**config.mk**
```make
export PLATFORM = sky130hd
export DESIGN_NAME = uart_frame_top
export DESIGN_NICKNAME = d
export VERILOG_FILES = /design/src/rtl/uart_frame_pkg.sv /design/src/rtl/uart_rx.sv /design/src/rtl/byte_fifo.sv /design/src/rtl/frame_checker.sv /design/src/rtl/uart_tx.sv /design/src/rtl/uart_frame_top.sv
export VERILOG_INCLUDE_DIRS = /design/src /design/src/rtl
export SDC_FILE = /design/constraint.sdc
export NUM_CORES = 1
export LEC_CHECK = 0
export BUFFER_PORTS_ARGS = -buffer_cell sky130_fd_sc_hd__buf_2
export CORE_ASPECT_RATIO = 1.5
export CORE_MARGIN = 2
export CORE_UTILIZATION = 30
export CTS_CLUSTER_DIAMETER = 150
export DETAILED_ROUTE_END_ITERATION = 12
export GPL_TIMING_DRIVEN = 0
export PLACE_DENSITY = 0.55
export SLEW_MARGIN = 40
export SYNTH_ARGS = -nofsm -noshare
export SYNTH_HDL_FRONTEND = slang
export SYNTH_HIERARCHICAL = 1
export SYNTH_SLANG_ARGS = --single-unit
```
**constraint.sdc**
```tcl
create_clock -name clk_i -period 3.5 [get_ports clk_i]
set_input_delay 0.175 -clock clk_i [delete_from_list [all_inputs] [get_ports clk_i]]
set_output_delay 0.175 -clock clk_i [all_outputs]
set_load 0.005 [all_outputs]
```
**src/rtl/uart_frame_config.svh**
```systemverilog
// Clock, baud rate, character width and FIFO depth macros.
`ifndef UART_FRAME_CONFIG_SVH
`define UART_FRAME_CONFIG_SVH

// System clock in Hz.
`define UART_CLK_FREQ   10_000_000

// Line rate giving 10 clocks per bit at the default clock.
`define UART_BAUD_RATE  1_000_000

// Bits per character.
`define UART_DATA_WIDTH 8

// Receive buffer entries as a power of two.
`define FIFO_DEPTH      8

`endif

```
**src/rtl/uart_frame_pkg.sv**
```systemverilog
// Stream word and frame header types for the UART frame checker.
`include "uart_frame_config.svh"

package uart_frame_pkg;

    ////////////////////////////////////////////////////////////////////////////
    // Stream link
    ////////////////////////////////////////////////////////////////////////////

    // Forward half of a link. Ready travels back on its own wire.
    typedef struct packed {
        logic [`UART_DATA_WIDTH-1:0] data;  // Character.
        logic                        valid; // Data present.
    } byte_stream_t;

    ////////////////////////////////////////////////////////////////////////////
    // Frame header
    ////////////////////////////////////////////////////////////////////////////

    // First byte of every frame. The status byte reuses the layout.
    typedef struct packed {
        logic [3:0] kind; // Frame kind.
        logic [3:0] len;  // Payload bytes from 0 to 15.
    } frame_hdr_t;

endpackage

```
**src/rtl/uart_rx.sv**
```systemverilog
// UART receiver with mid start bit check, producing a byte stream.
`timescale 1ns/1ps
`include "uart_frame_config.svh"

module uart_rx (
    input  logic                         clk_i,
    input  logic                         arstn_i,
    input  logic                         uart_rx_i,
    input  logic                         rx_ready_i,
    output uart_frame_pkg::byte_stream_t rx_o
);

    localparam int DIVIDER = `UART_CLK_FREQ / `UART_BAUD_RATE;
    localparam int DW      = `UART_DATA_WIDTH;
    localparam int CNT_W   = $clog2(DIVIDER);
    localparam int BIT_W   = $clog2(DW);

    typedef enum logic [2:0] {S_IDLE, S_START, S_DATA, S_STOP, S_WAIT} rx_state_e;

    rx_state_e        state;
    logic [CNT_W-1:0] baud_cnt;
    logic [BIT_W-1:0] bit_cnt;
    logic [DW-1:0]    shift;
    logic [1:0]       done_q;
    logic [DW-1:0]    out_data;
    logic             out_valid;
    logic             start_mid;
    logic             bit_end;
    logic             last_bit;

    assign start_mid = (state == S_START) && (baud_cnt == CNT_W'(DIVIDER / 2 - 1));
    assign bit_end   = (baud_cnt == CNT_W'(DIVIDER - 1));
    assign last_bit  = (state == S_DATA) && bit_end && (bit_cnt == BIT_W'(DW - 1));

    ////////////////////////////////////////////////////////////////////////////
    // Line FSM
    ////////////////////////////////////////////////////////////////////////////

    always_ff @(posedge clk_i or negedge arstn_i) begin
        if (!arstn_i) begin
            state <= S_IDLE;
        end else begin
            case (state)
                S_IDLE: begin
                    if (!uart_rx_i) begin
                        state <= S_START;
                    end
                end
                S_START: begin
                    if (start_mid) begin
                        state <= uart_rx_i ? S_IDLE : S_DATA; // High again means a glitch.
                    end
                end
                S_DATA: begin
                    if (last_bit) begin
                        state <= S_STOP;
                    end
                end
                S_STOP: begin
                    if (bit_end) begin
                        state <= S_WAIT;
                    end
                end
                S_WAIT: begin
                    if (uart_rx_i) begin
                        state <= S_IDLE; // Rearm on a high line.
                    end
                end
                default: state <= S_IDLE;
            endcase
        end
    end

    always_ff @(posedge clk_i or negedge arstn_i) begin
        if (!arstn_i) begin
            baud_cnt <= '0;
            bit_cnt  <= '0;
            done_q   <= '0;
        end else begin
            if (start_mid || bit_end || (state == S_IDLE) || (state == S_WAIT)) begin
                baud_cnt <= '0;
            end else begin
                baud_cnt <= baud_cnt + 1'b1;
            end
            if (last_bit) begin
                bit_cnt <= '0;
            end else if ((state == S_DATA) && bit_end) begin
                bit_cnt <= bit_cnt + 1'b1;
            end
            done_q <= {done_q[0], last_bit}; // Two cycle load delay.
        end
    end

    always_ff @(posedge clk_i) begin
        if ((state == S_DATA) && bit_end) begin
            shift <= {uart_rx_i, shift[DW-1:1]}; // LSB arrives first.
        end
    end

    ////////////////////////////////////////////////////////////////////////////
    // Output register
    ////////////////////////////////////////////////////////////////////////////

    always_ff @(posedge clk_i or negedge arstn_i) begin
        if (!arstn_i) begin
            out_valid <= 1'b0;
        end else if (done_q[1]) begin
            out_valid <= 1'b1; // Overwrites an untaken byte.
        end else if (out_valid && rx_ready_i) begin
            out_valid <= 1'b0;
        end
    end

    always_ff @(posedge clk_i) begin
        if (done_q[1]) begin
            out_data <= shift;
        end
    end

    assign rx_o.data  = out_data;
    assign rx_o.valid = out_valid;

endmodule

```
**src/rtl/byte_fifo.sv**
```systemverilog
// Synchronous circular buffer for the received byte stream.
`timescale 1ns/1ps
`include "uart_frame_config.svh"

module byte_fifo #(
    parameter int DEPTH = `FIFO_DEPTH
) (
    input  logic                         clk_i,
    input  logic                         arstn_i,
    input  uart_frame_pkg::byte_stream_t wr_i,
    input  logic                         rd_ready_i,
    output logic                         wr_ready_o,
    output uart_frame_pkg::byte_stream_t rd_o
);

    localparam int PTR_W = $clog2(DEPTH);

    logic [`UART_DATA_WIDTH-1:0] mem [DEPTH];
    logic [PTR_W-1:0]            wr_ptr;
    logic [PTR_W-1:0]            rd_ptr;
    logic [PTR_W:0]              count;
    logic                        push;
    logic                        pop;

    assign wr_ready_o = (count != (PTR_W + 1)'(DEPTH));
    assign push       = wr_i.valid && wr_ready_o;
    assign pop        = rd_o.valid && rd_ready_i;

    always_ff @(posedge clk_i or negedge arstn_i) begin
        if (!arstn_i) begin
            wr_ptr <= '0;
            rd_ptr <= '0;
            count  <= '0;
        end else begin
            if (push) begin
                wr_ptr <= wr_ptr + 1'b1; // Wraps at DEPTH.
            end
            if (pop) begin
                rd_ptr <= rd_ptr + 1'b1;
            end
            count <= count + (PTR_W + 1)'(push) - (PTR_W + 1)'(pop);
        end
    end

    always_ff @(posedge clk_i) begin
        if (push) begin
            mem[wr_ptr] <= wr_i.data;
        end
    end

    assign rd_o.valid = (count != '0);
    assign rd_o.data  = mem[rd_ptr]; // Oldest entry.

endmodule

```
**src/rtl/frame_checker.sv**
```systemverilog
// Frame parser that forwards header and payload and swaps the checksum for a status byte.
`timescale 1ns/1ps

module frame_checker (
    input  logic                         clk_i,
    input  logic                         arstn_i,
    input  uart_frame_pkg::byte_stream_t in_i,
    input  logic                         out_ready_i,
    output logic                         in_ready_o,
    output uart_frame_pkg::byte_stream_t out_o
);

    typedef enum logic [1:0] {PH_HDR, PH_PAY, PH_SUM} phase_e;

    phase_e                                         phase;
    logic [3:0]                                     remain;
    logic [3:0]                                     kind_q;
    logic [$bits(uart_frame_pkg::frame_hdr_t)-1:0] xor_q;
    uart_frame_pkg::frame_hdr_t                     hdr;
    uart_frame_pkg::frame_hdr_t                     status;
    logic                                           xfer;

    assign hdr  = uart_frame_pkg::frame_hdr_t'(in_i.data);
    assign xfer = in_i.valid && out_ready_i;

    // Status keeps the kind and flags a checksum mismatch in the low nibble.
    assign status.kind = kind_q;
    assign status.len  = (in_i.data == xor_q) ? 4'h0 : 4'hF;

    ////////////////////////////////////////////////////////////////////////////
    // Phase tracking
    ////////////////////////////////////////////////////////////////////////////

    always_ff @(posedge clk_i or negedge arstn_i) begin
        if (!arstn_i) begin
            phase  <= PH_HDR;
            remain <= '0;
        end else if (xfer) begin
            case (phase)
                PH_HDR: begin
                    remain <= hdr.len;
                    phase  <= (hdr.len == 4'd0) ? PH_SUM : PH_PAY; // Empty frame.
                end
                PH_PAY: begin
                    remain <= remain - 1'b1;
                    if (remain == 4'd1) begin
                        phase <= PH_SUM;
                    end
                end
                default: phase <= PH_HDR; // Checksum consumed.
            endcase
        end
    end

    always_ff @(posedge clk_i) begin
        if (xfer && (phase == PH_HDR)) begin
            kind_q <= hdr.kind;
            xor_q  <= in_i.data; // Checksum covers the header.
        end else if (xfer && (phase == PH_PAY)) begin
            xor_q <= xor_q ^ in_i.data;
        end
    end

    ////////////////////////////////////////////////////////////////////////////
    // Pass-through
    ////////////////////////////////////////////////////////////////////////////

    assign in_ready_o  = out_ready_i;
    assign out_o.valid = in_i.valid;
    assign out_o.data  = (phase == PH_SUM) ? status : in_i.data;

endmodule

```
**src/rtl/uart_tx.sv**
```systemverilog
// UART transmitter driving the serial line from a byte stream.
`timescale 1ns/1ps
`include "uart_frame_config.svh"

module uart_tx (
    input  logic                         clk_i,
    input  logic                         arstn_i,
    input  uart_frame_pkg::byte_stream_t tx_i,
    output logic                         tx_ready_o,
    output logic                         uart_tx_o
);

    localparam int DIVIDER = `UART_CLK_FREQ / `UART_BAUD_RATE;
    localparam int DW      = `UART_DATA_WIDTH;
    localparam int CNT_W   = $clog2(DIVIDER);
    localparam int BIT_W   = $clog2(DW + 2);

    logic             busy;
    logic [CNT_W-1:0] baud_cnt;
    logic [BIT_W-1:0] bit_cnt;
    logic [DW:0]      shift;
    logic             line_q;
    logic             accept;
    logic             bit_end;

    assign tx_ready_o = !busy;
    assign accept     = tx_i.valid && !busy;
    assign bit_end    = busy && (baud_cnt == CNT_W'(DIVIDER - 1));

    always_ff @(posedge clk_i or negedge arstn_i) begin
        if (!arstn_i) begin
            busy     <= 1'b0;
            baud_cnt <= '0;
            bit_cnt  <= '0;
            line_q   <= 1'b1; // Line idles high.
        end else if (accept) begin
            busy     <= 1'b1;
            baud_cnt <= '0;
            bit_cnt  <= '0;
            line_q   <= 1'b0; // Start bit.
        end else if (bit_end) begin
            baud_cnt <= '0;
            if (bit_cnt == BIT_W'(DW + 1)) begin
                busy <= 1'b0; // Stop bit done.
            end else begin
                bit_cnt <= bit_cnt + 1'b1;
                line_q  <= shift[0];
            end
        end else if (busy) begin
            baud_cnt <= baud_cnt + 1'b1;
        end
    end

    // Data LSB first, then the stop bit shifted in from the top.
    always_ff @(posedge clk_i) begin
        if (accept) begin
            shift <= {1'b1, tx_i.data};
        end else if (bit_end) begin
            shift <= {1'b1, shift[DW:1]};
        end
    end

    assign uart_tx_o = line_q;

endmodule

```
**src/rtl/uart_frame_top.sv**
```systemverilog
// Top level chaining receiver, FIFO, frame checker and transmitter.
`timescale 1ns/1ps
`include "uart_frame_config.svh"

module uart_frame_top (
    input  logic clk_i,
    input  logic arstn_i,
    input  logic uart_rx_i,
    output logic uart_tx_o
);

    uart_frame_pkg::byte_stream_t rx_s;
    uart_frame_pkg::byte_stream_t fifo_s;
    uart_frame_pkg::byte_stream_t chk_s;
    logic                         rx_ready;
    logic                         fifo_ready;
    logic                         chk_ready;

    uart_rx u_rx (
        .clk_i     (clk_i),
        .arstn_i   (arstn_i),
        .uart_rx_i (uart_rx_i),
        .rx_ready_i(rx_ready),
        .rx_o      (rx_s)
    );

    byte_fifo #(.DEPTH(`FIFO_DEPTH)) u_fifo (
        .clk_i     (clk_i),
        .arstn_i   (arstn_i),
        .wr_i      (rx_s),
        .rd_ready_i(fifo_ready),
        .wr_ready_o(rx_ready),
        .rd_o      (fifo_s)
    );

    frame_checker u_chk (
        .clk_i      (clk_i),
        .arstn_i    (arstn_i),
        .in_i       (fifo_s),
        .out_ready_i(chk_ready),
        .in_ready_o (fifo_ready),
        .out_o      (chk_s)
    );

    uart_tx u_tx (
        .clk_i     (clk_i),
        .arstn_i   (arstn_i),
        .tx_i      (chk_s),
        .tx_ready_o(chk_ready),
        .uart_tx_o (uart_tx_o)
    );

endmodule

```
# Yosys cells after proc, flatten, opt, wreduce, memory -nomap -nowiden
# Memory sizes are Yosys's and may differ from the RTL's.
# Cells that the tools add are included.
[totals]
ram_bits = 64
n_memories = 1
elab_cells = 115
inputBits = 3
register_bits = 75
out_inout_bits = 1
[memory_table]
columns = ["name", "depth", "width", "read_ports", "rd_ports_with_merged_regs", "write_ports", "line_no", "source"]
rows = [
  ["u_fifo.mem", 8, 8, 1, 0, 1, "byte_fifo.sv:18", "logic [`UART_DATA_WIDTH-1:0] mem [DEPTH];"],
]
[op_classes]
n_eq_ne = 21
n_mux = 36
reduce_logical = 28
bitwise = 1
n_addsub = 9
[op_table]
columns = ["operator", "count"]
rows = [
  ["$mux W8", 5],
  ["$mux W4", 8],
  ["$mux W3", 7],
  ["$pmux W3 S5", 1],
  ["$add A4 B1 Y4 const B", 3],
  ["$eq A4 B4 Y1 const B", 3],
  ["$reduce_bool A2 Y1", 6],
  ["$mux W1", 10],
  ["$add A3 B1 Y3 const B", 3],
  ["$eq A8 B8 Y1", 1],
  ["$logic_and A1 B1 Y1", 8],
  ["$ne A2 B1 Y1 const B", 4],
  ["$pmux W4 S2", 1],
  ["$reduce_and A2 Y1", 4],
  ["$xor A8 B8 Y8", 1],
  ["$eq A3 B2 Y1 const B", 2],
  ["$eq A3 B3 Y1 const B", 2],
  ["$mux W2", 3],
  ["$ne A2 B2 Y1 const B", 3],
  ["$reduce_and A5 Y1", 1],
  ["$add A4 B1 Y4", 1],
  ["$eq A4 B1 Y1 const B", 1],
  ["$eq A4 B3 Y1 const B", 1],
  ["$logic_not A4 Y1", 1],
  ["13 further kinds", 15],
]

# Logic depth before layout (Yosys ltp)
[depth]
ltp_word = 6
depth_mapped = 11
ltp_nobuf = 11

# Hierarchy
# Netlist, hierarchy kept.
[by_module_without_submodules]
columns = ["mod", "area_each_um2", "cells_per_inst", "seq_area_each_um2", "instances"]
rows = [
  ["byte_fifo", 3056.7, 148, 2172.1, 1],
  ["uart_rx", 1139.8, 72, 805.8, 1],
  ["frame_checker", 1061.0, 100, 510.5, 1],
  ["uart_tx", 924.6, 86, 491.7, 1],
]

# Least setup slack after synthesis
# Ideal clock, no wire load.
[synth_timing]
path_type = "reg-to-reg"
startpoint = "register u_fifo.rd_ptr[0]"
endpoint = "register u_tx.shift[0], data pin"
stages_incl_launch_ff = 11
n_path_buf = 2
period_less_slack_ns = 2.498
required_time_ns = 3.248
arrival_ns = 2.246
path_slack_ns = 1.002
setup_time_ns = 0.252
path_cell_list = "dfrtp_1 -> buf_6 -> buf_12 -> mux4_1 -> mux2_2 -> xnor2_1 -> nand4_2 -> nor4_4 -> nor2_1 -> nand2_1 -> nand2_1"
[synth_rtl]
columns = ["element", "line_no", "source"]
rows = [
  ["start: declaration", "byte_fifo.sv:20", "logic [PTR_W-1:0] rd_ptr;"],
  ["start signal: assignment", "byte_fifo.sv:39", "rd_ptr <= rd_ptr + 1'b1;"],
  ["end signal: assignment", "uart_tx.sv:57", "shift <= {1'b1, tx_i.data};"],
  ["end signal: assignment", "uart_tx.sv:59", "shift <= {1'b1, shift[DW:1]};"],
  ["end: declaration", "uart_tx.sv:21", "logic [DW:0] shift;"],
]

==> key figures <==
Routing
  – # DRC: 0
  – Vias: 3214
  – Final wirelength: 10.45 mm
  – Antenna Nets Post-Route: 0
  – Routed len/inst: between 10 and 15 um
  – Length of the first detailed-routing pass in iterations: 4
  – Vias/cell: 4.546
  – Number of DRC markers in iteration 0: 123

STA
  – Final WS setup: approximately 0.53 ns
  – RSZ-0062 raised after global routing: false
  – Count of endpoints failing setup in the final report: 0
  – Final Hold Viols: 0
  – Period utilization: 84.91%
  – Peak Freq: 336.5 MHz
  – Slew @ Worst Pin: 0.7772 ns
  – Max-slew violation count: 0
  – Hold WS: 0.2790 ns
  – Clock skew: between 0.008 and 0.009 ns
  – Crit path time final: 2.972 ns
  – Setup tns final: 0 ns
  – Slew HR: 47.90%

Synthesis
  – Synthesized Nets: 429
  – Sequential area share after synthesis: about 64%
  – Ys Warns: 6
  – Asr flop ratio synth: 28.06%
  – Synth Flop Type: edfxtp_1
  – Synth cell types: 63
  – Number of synthesized flops with an enable pin: 100
  – Synth top area share: 48.57%
  – Synthesized flop and latch total: 139
  – Largest cells by area after synthesis: edfxtp_1, dfrtp_1, mux4_1
  – Syn_area_per_cell: roughly 15 um^2
  – Cell taking the most area after synthesis: edfxtp_1
  – Mapped Area: 0.006182 mm^2
  – Cell count after synthesis: 406

GRT
  – Initial antenna violation count: 0
  – Vias in the first global route: 3371
  – First-pass GRT wire length: 17.18 mm
  – GRT Overall Usage: a little over a tenth
  – Maximum number of pins on one net before global-route repair: 40
  – Overflow after GRT: 0

Clocking
  – H-tree Lvls: 4
  – CTS Buffer Depth: 2
  – CTS sink cnt: 139
  – Post-CTS Setup Bufs: 0
  – TritonCTS Buffers: 17
  – Worst-Skew Late Latency: between 0.4 and 0.5 ns
  – Clock transition at the registers of the reported paths: about 0.06 ns
  – Hold Buf Count CTS: 2
  – Root Buffer: clkbuf_16
  – CTS tree: yes
  – Post_cts resized: 0

Worst setup path
  – Crit. Startpoint: u_fifo/rd_ptr[1]
  – Startpoint types: flop
  – FF-to-FF path depth: 10
  – CP delay by family, top: multiplexers
  – Worst Setup End Kind: flop
  – Worst path arrival time: approximately 3.1 ns
  – Most used cell, CP: nand2_1
  – R2R setup slack: 0.53 ns
  – Worst endpoint required time: 3.67 ns
  – Critical R2R Capture: u_tx/shift[0]
  – CP max FO: 10
  – CP peak stage delay: around 0.37 ns
  – Critical path class: flop to flop
  – CP max-delay cell: clkbuf_1
  – Launch point of the worst reg-to-reg path: u_fifo/rd_ptr[1]
  – CP cell instances: clkbuf_1 > buf_2 > mux4_1 > mux2_2 > xnor2_1 > nand4_2 > nor4_4 > nor2_1 > nand2_1 > nand2_1
  – WP buf/inv: 2

Placement
  – PortBufs: 3
  – Placed insts: 673
  – Gp weighted congestion: between 0.7 and 0.8
  – Placed Instance Area: 0.006550 mm^2
  – Dpl ws: 0.4628 ns
  – DP HPWL: 7.288 mm

Power and ir drop
  – Total power: 3.800 mW
  – Static Leak: around 2.8 nW
  – Peak supply drop: 0.0003185 V
  – Cell Pwr Density: 531.3 mW/mm^2

Finish
  – Core Util, Final: between 30% and 40%
  – # nets final: 453
  – Ant diodes: 0
  – Commonest non-fill, non-tap cells in the layout: edfxtp_1, nand2_1, dfrtp_1
  – Multi-input gate area: between 0.002 and 0.0025 mm^2
  – Fraction of layout cells with a size suffix above 1: 19.86%
  – Sequential cell area: 0.003980 mm^2
  – Non-Filler Instances: 707
  – Area Growth Syn to Fin: 15.69%
  – Fillcell total: between 1500 and 2000
  – Design area: 0.007152 mm^2
  – Most common cell after layout, fill and taps aside: edfxtp_1

Floorplan
  – Die H: 179.8 um
  – Core ar.: 0.02034 mm^2
  – Die area: 0.02180 mm^2
  – Row Count: 64
  – Initial core utilization: 30.39%
  – Io pins: 4
  – Die width: 121.2 um

Outcome
  – Outcome: finished clean

Worst hold path
  – Hold Crit Class: input pin to asynchronous set/reset pin

Flow run
  – Max_cap viols: 0
worst max path at each step:
stage | endpoint | cells after the start
final | u_tx/shift[0] | 10
after global routing | u_tx/shift[0] | 10
after CTS | u_tx/shift[0] | 10
after detailed placement | u_tx/shift[0] | 10
after global placement | u_tx/shift[0] | 10
after floorplan | u_tx/shift[0] | 10
synth_stat cells (all sizes together), types with 4 or more instances:
cell / n
xor2: 4
nor3: 6
nor2: 23
nand2b: 9
edfxtp: 100
dfrtp: 38
buf: 14
ha: 19
o31ai: 4
a21oi: 7
inv: 24
nand3: 10
nand2: 41
mux2: 19
o21ai: 6
mux4: 16
xnor2: 20
cells by family after synthesis:
logic type	share of synthesized area (%)
flops	64.38
simple gates	9.998
buf+inv	3.441
mux	10.42
compound gates	4.190
xor+xnor	3.400
fa+ha+maj	4.169
sequential cells by signal, summed over array words and instances (netlist names):
signal / flops
u_rx/out_valid: 1
u_rx/bit_cnt: 3
u_tx/shift: 8
u_tx/uart_tx_o: 1
u_chk/kind_q: 4
u_rx/out_data: 8
u_chk/phase: 2
u_rx/baud_cnt: 4
u_rx/done_q: 2
u_tx/busy: 1
u_chk/remain: 4
u_fifo/count: 4
u_tx/bit_cnt: 4
u_fifo/rd_ptr: 3
u_rx/state: 3
u_chk/xor_q: 8
u_fifo/wr_ptr: 3
u_rx/shift: 8
u_fifo/mem: 64
u_tx/baud_cnt: 4
metal layers:
layer | track usage, % | routed length [um] | share of wire [%] | vias up
met5 | 0 | 0 | 0 | -
met4 | 4.920 | 199 | 1.9 | 0
met3 | 2.792 | 235 | 2.2 | 19
met2 | 19.71 | 6058 | 58 | 44
met1 | 10.26 | 3957 | 38 | 1603
li1 | - | - | - | 1548
report_power, final:
group | internal [mW] | switching (mW)
clock network | 1.05 | 0.673
registers | 1.80 | 0.0560
logic | 0.0993 | 0.122
total | 2.95 | 0.851
area by class of cell:
cell class	instances	area share [%]
buffer	16	1.714
clock buffer	18	6.001
clock inverter	14	2.064
inverter	24	1.260
multi-input combinational	227	28.17
sequential	139	55.65
tap	264	4.619
timing repair buffer	5	0.5248
No activity file was read; power rests on OpenSTA's default activity.
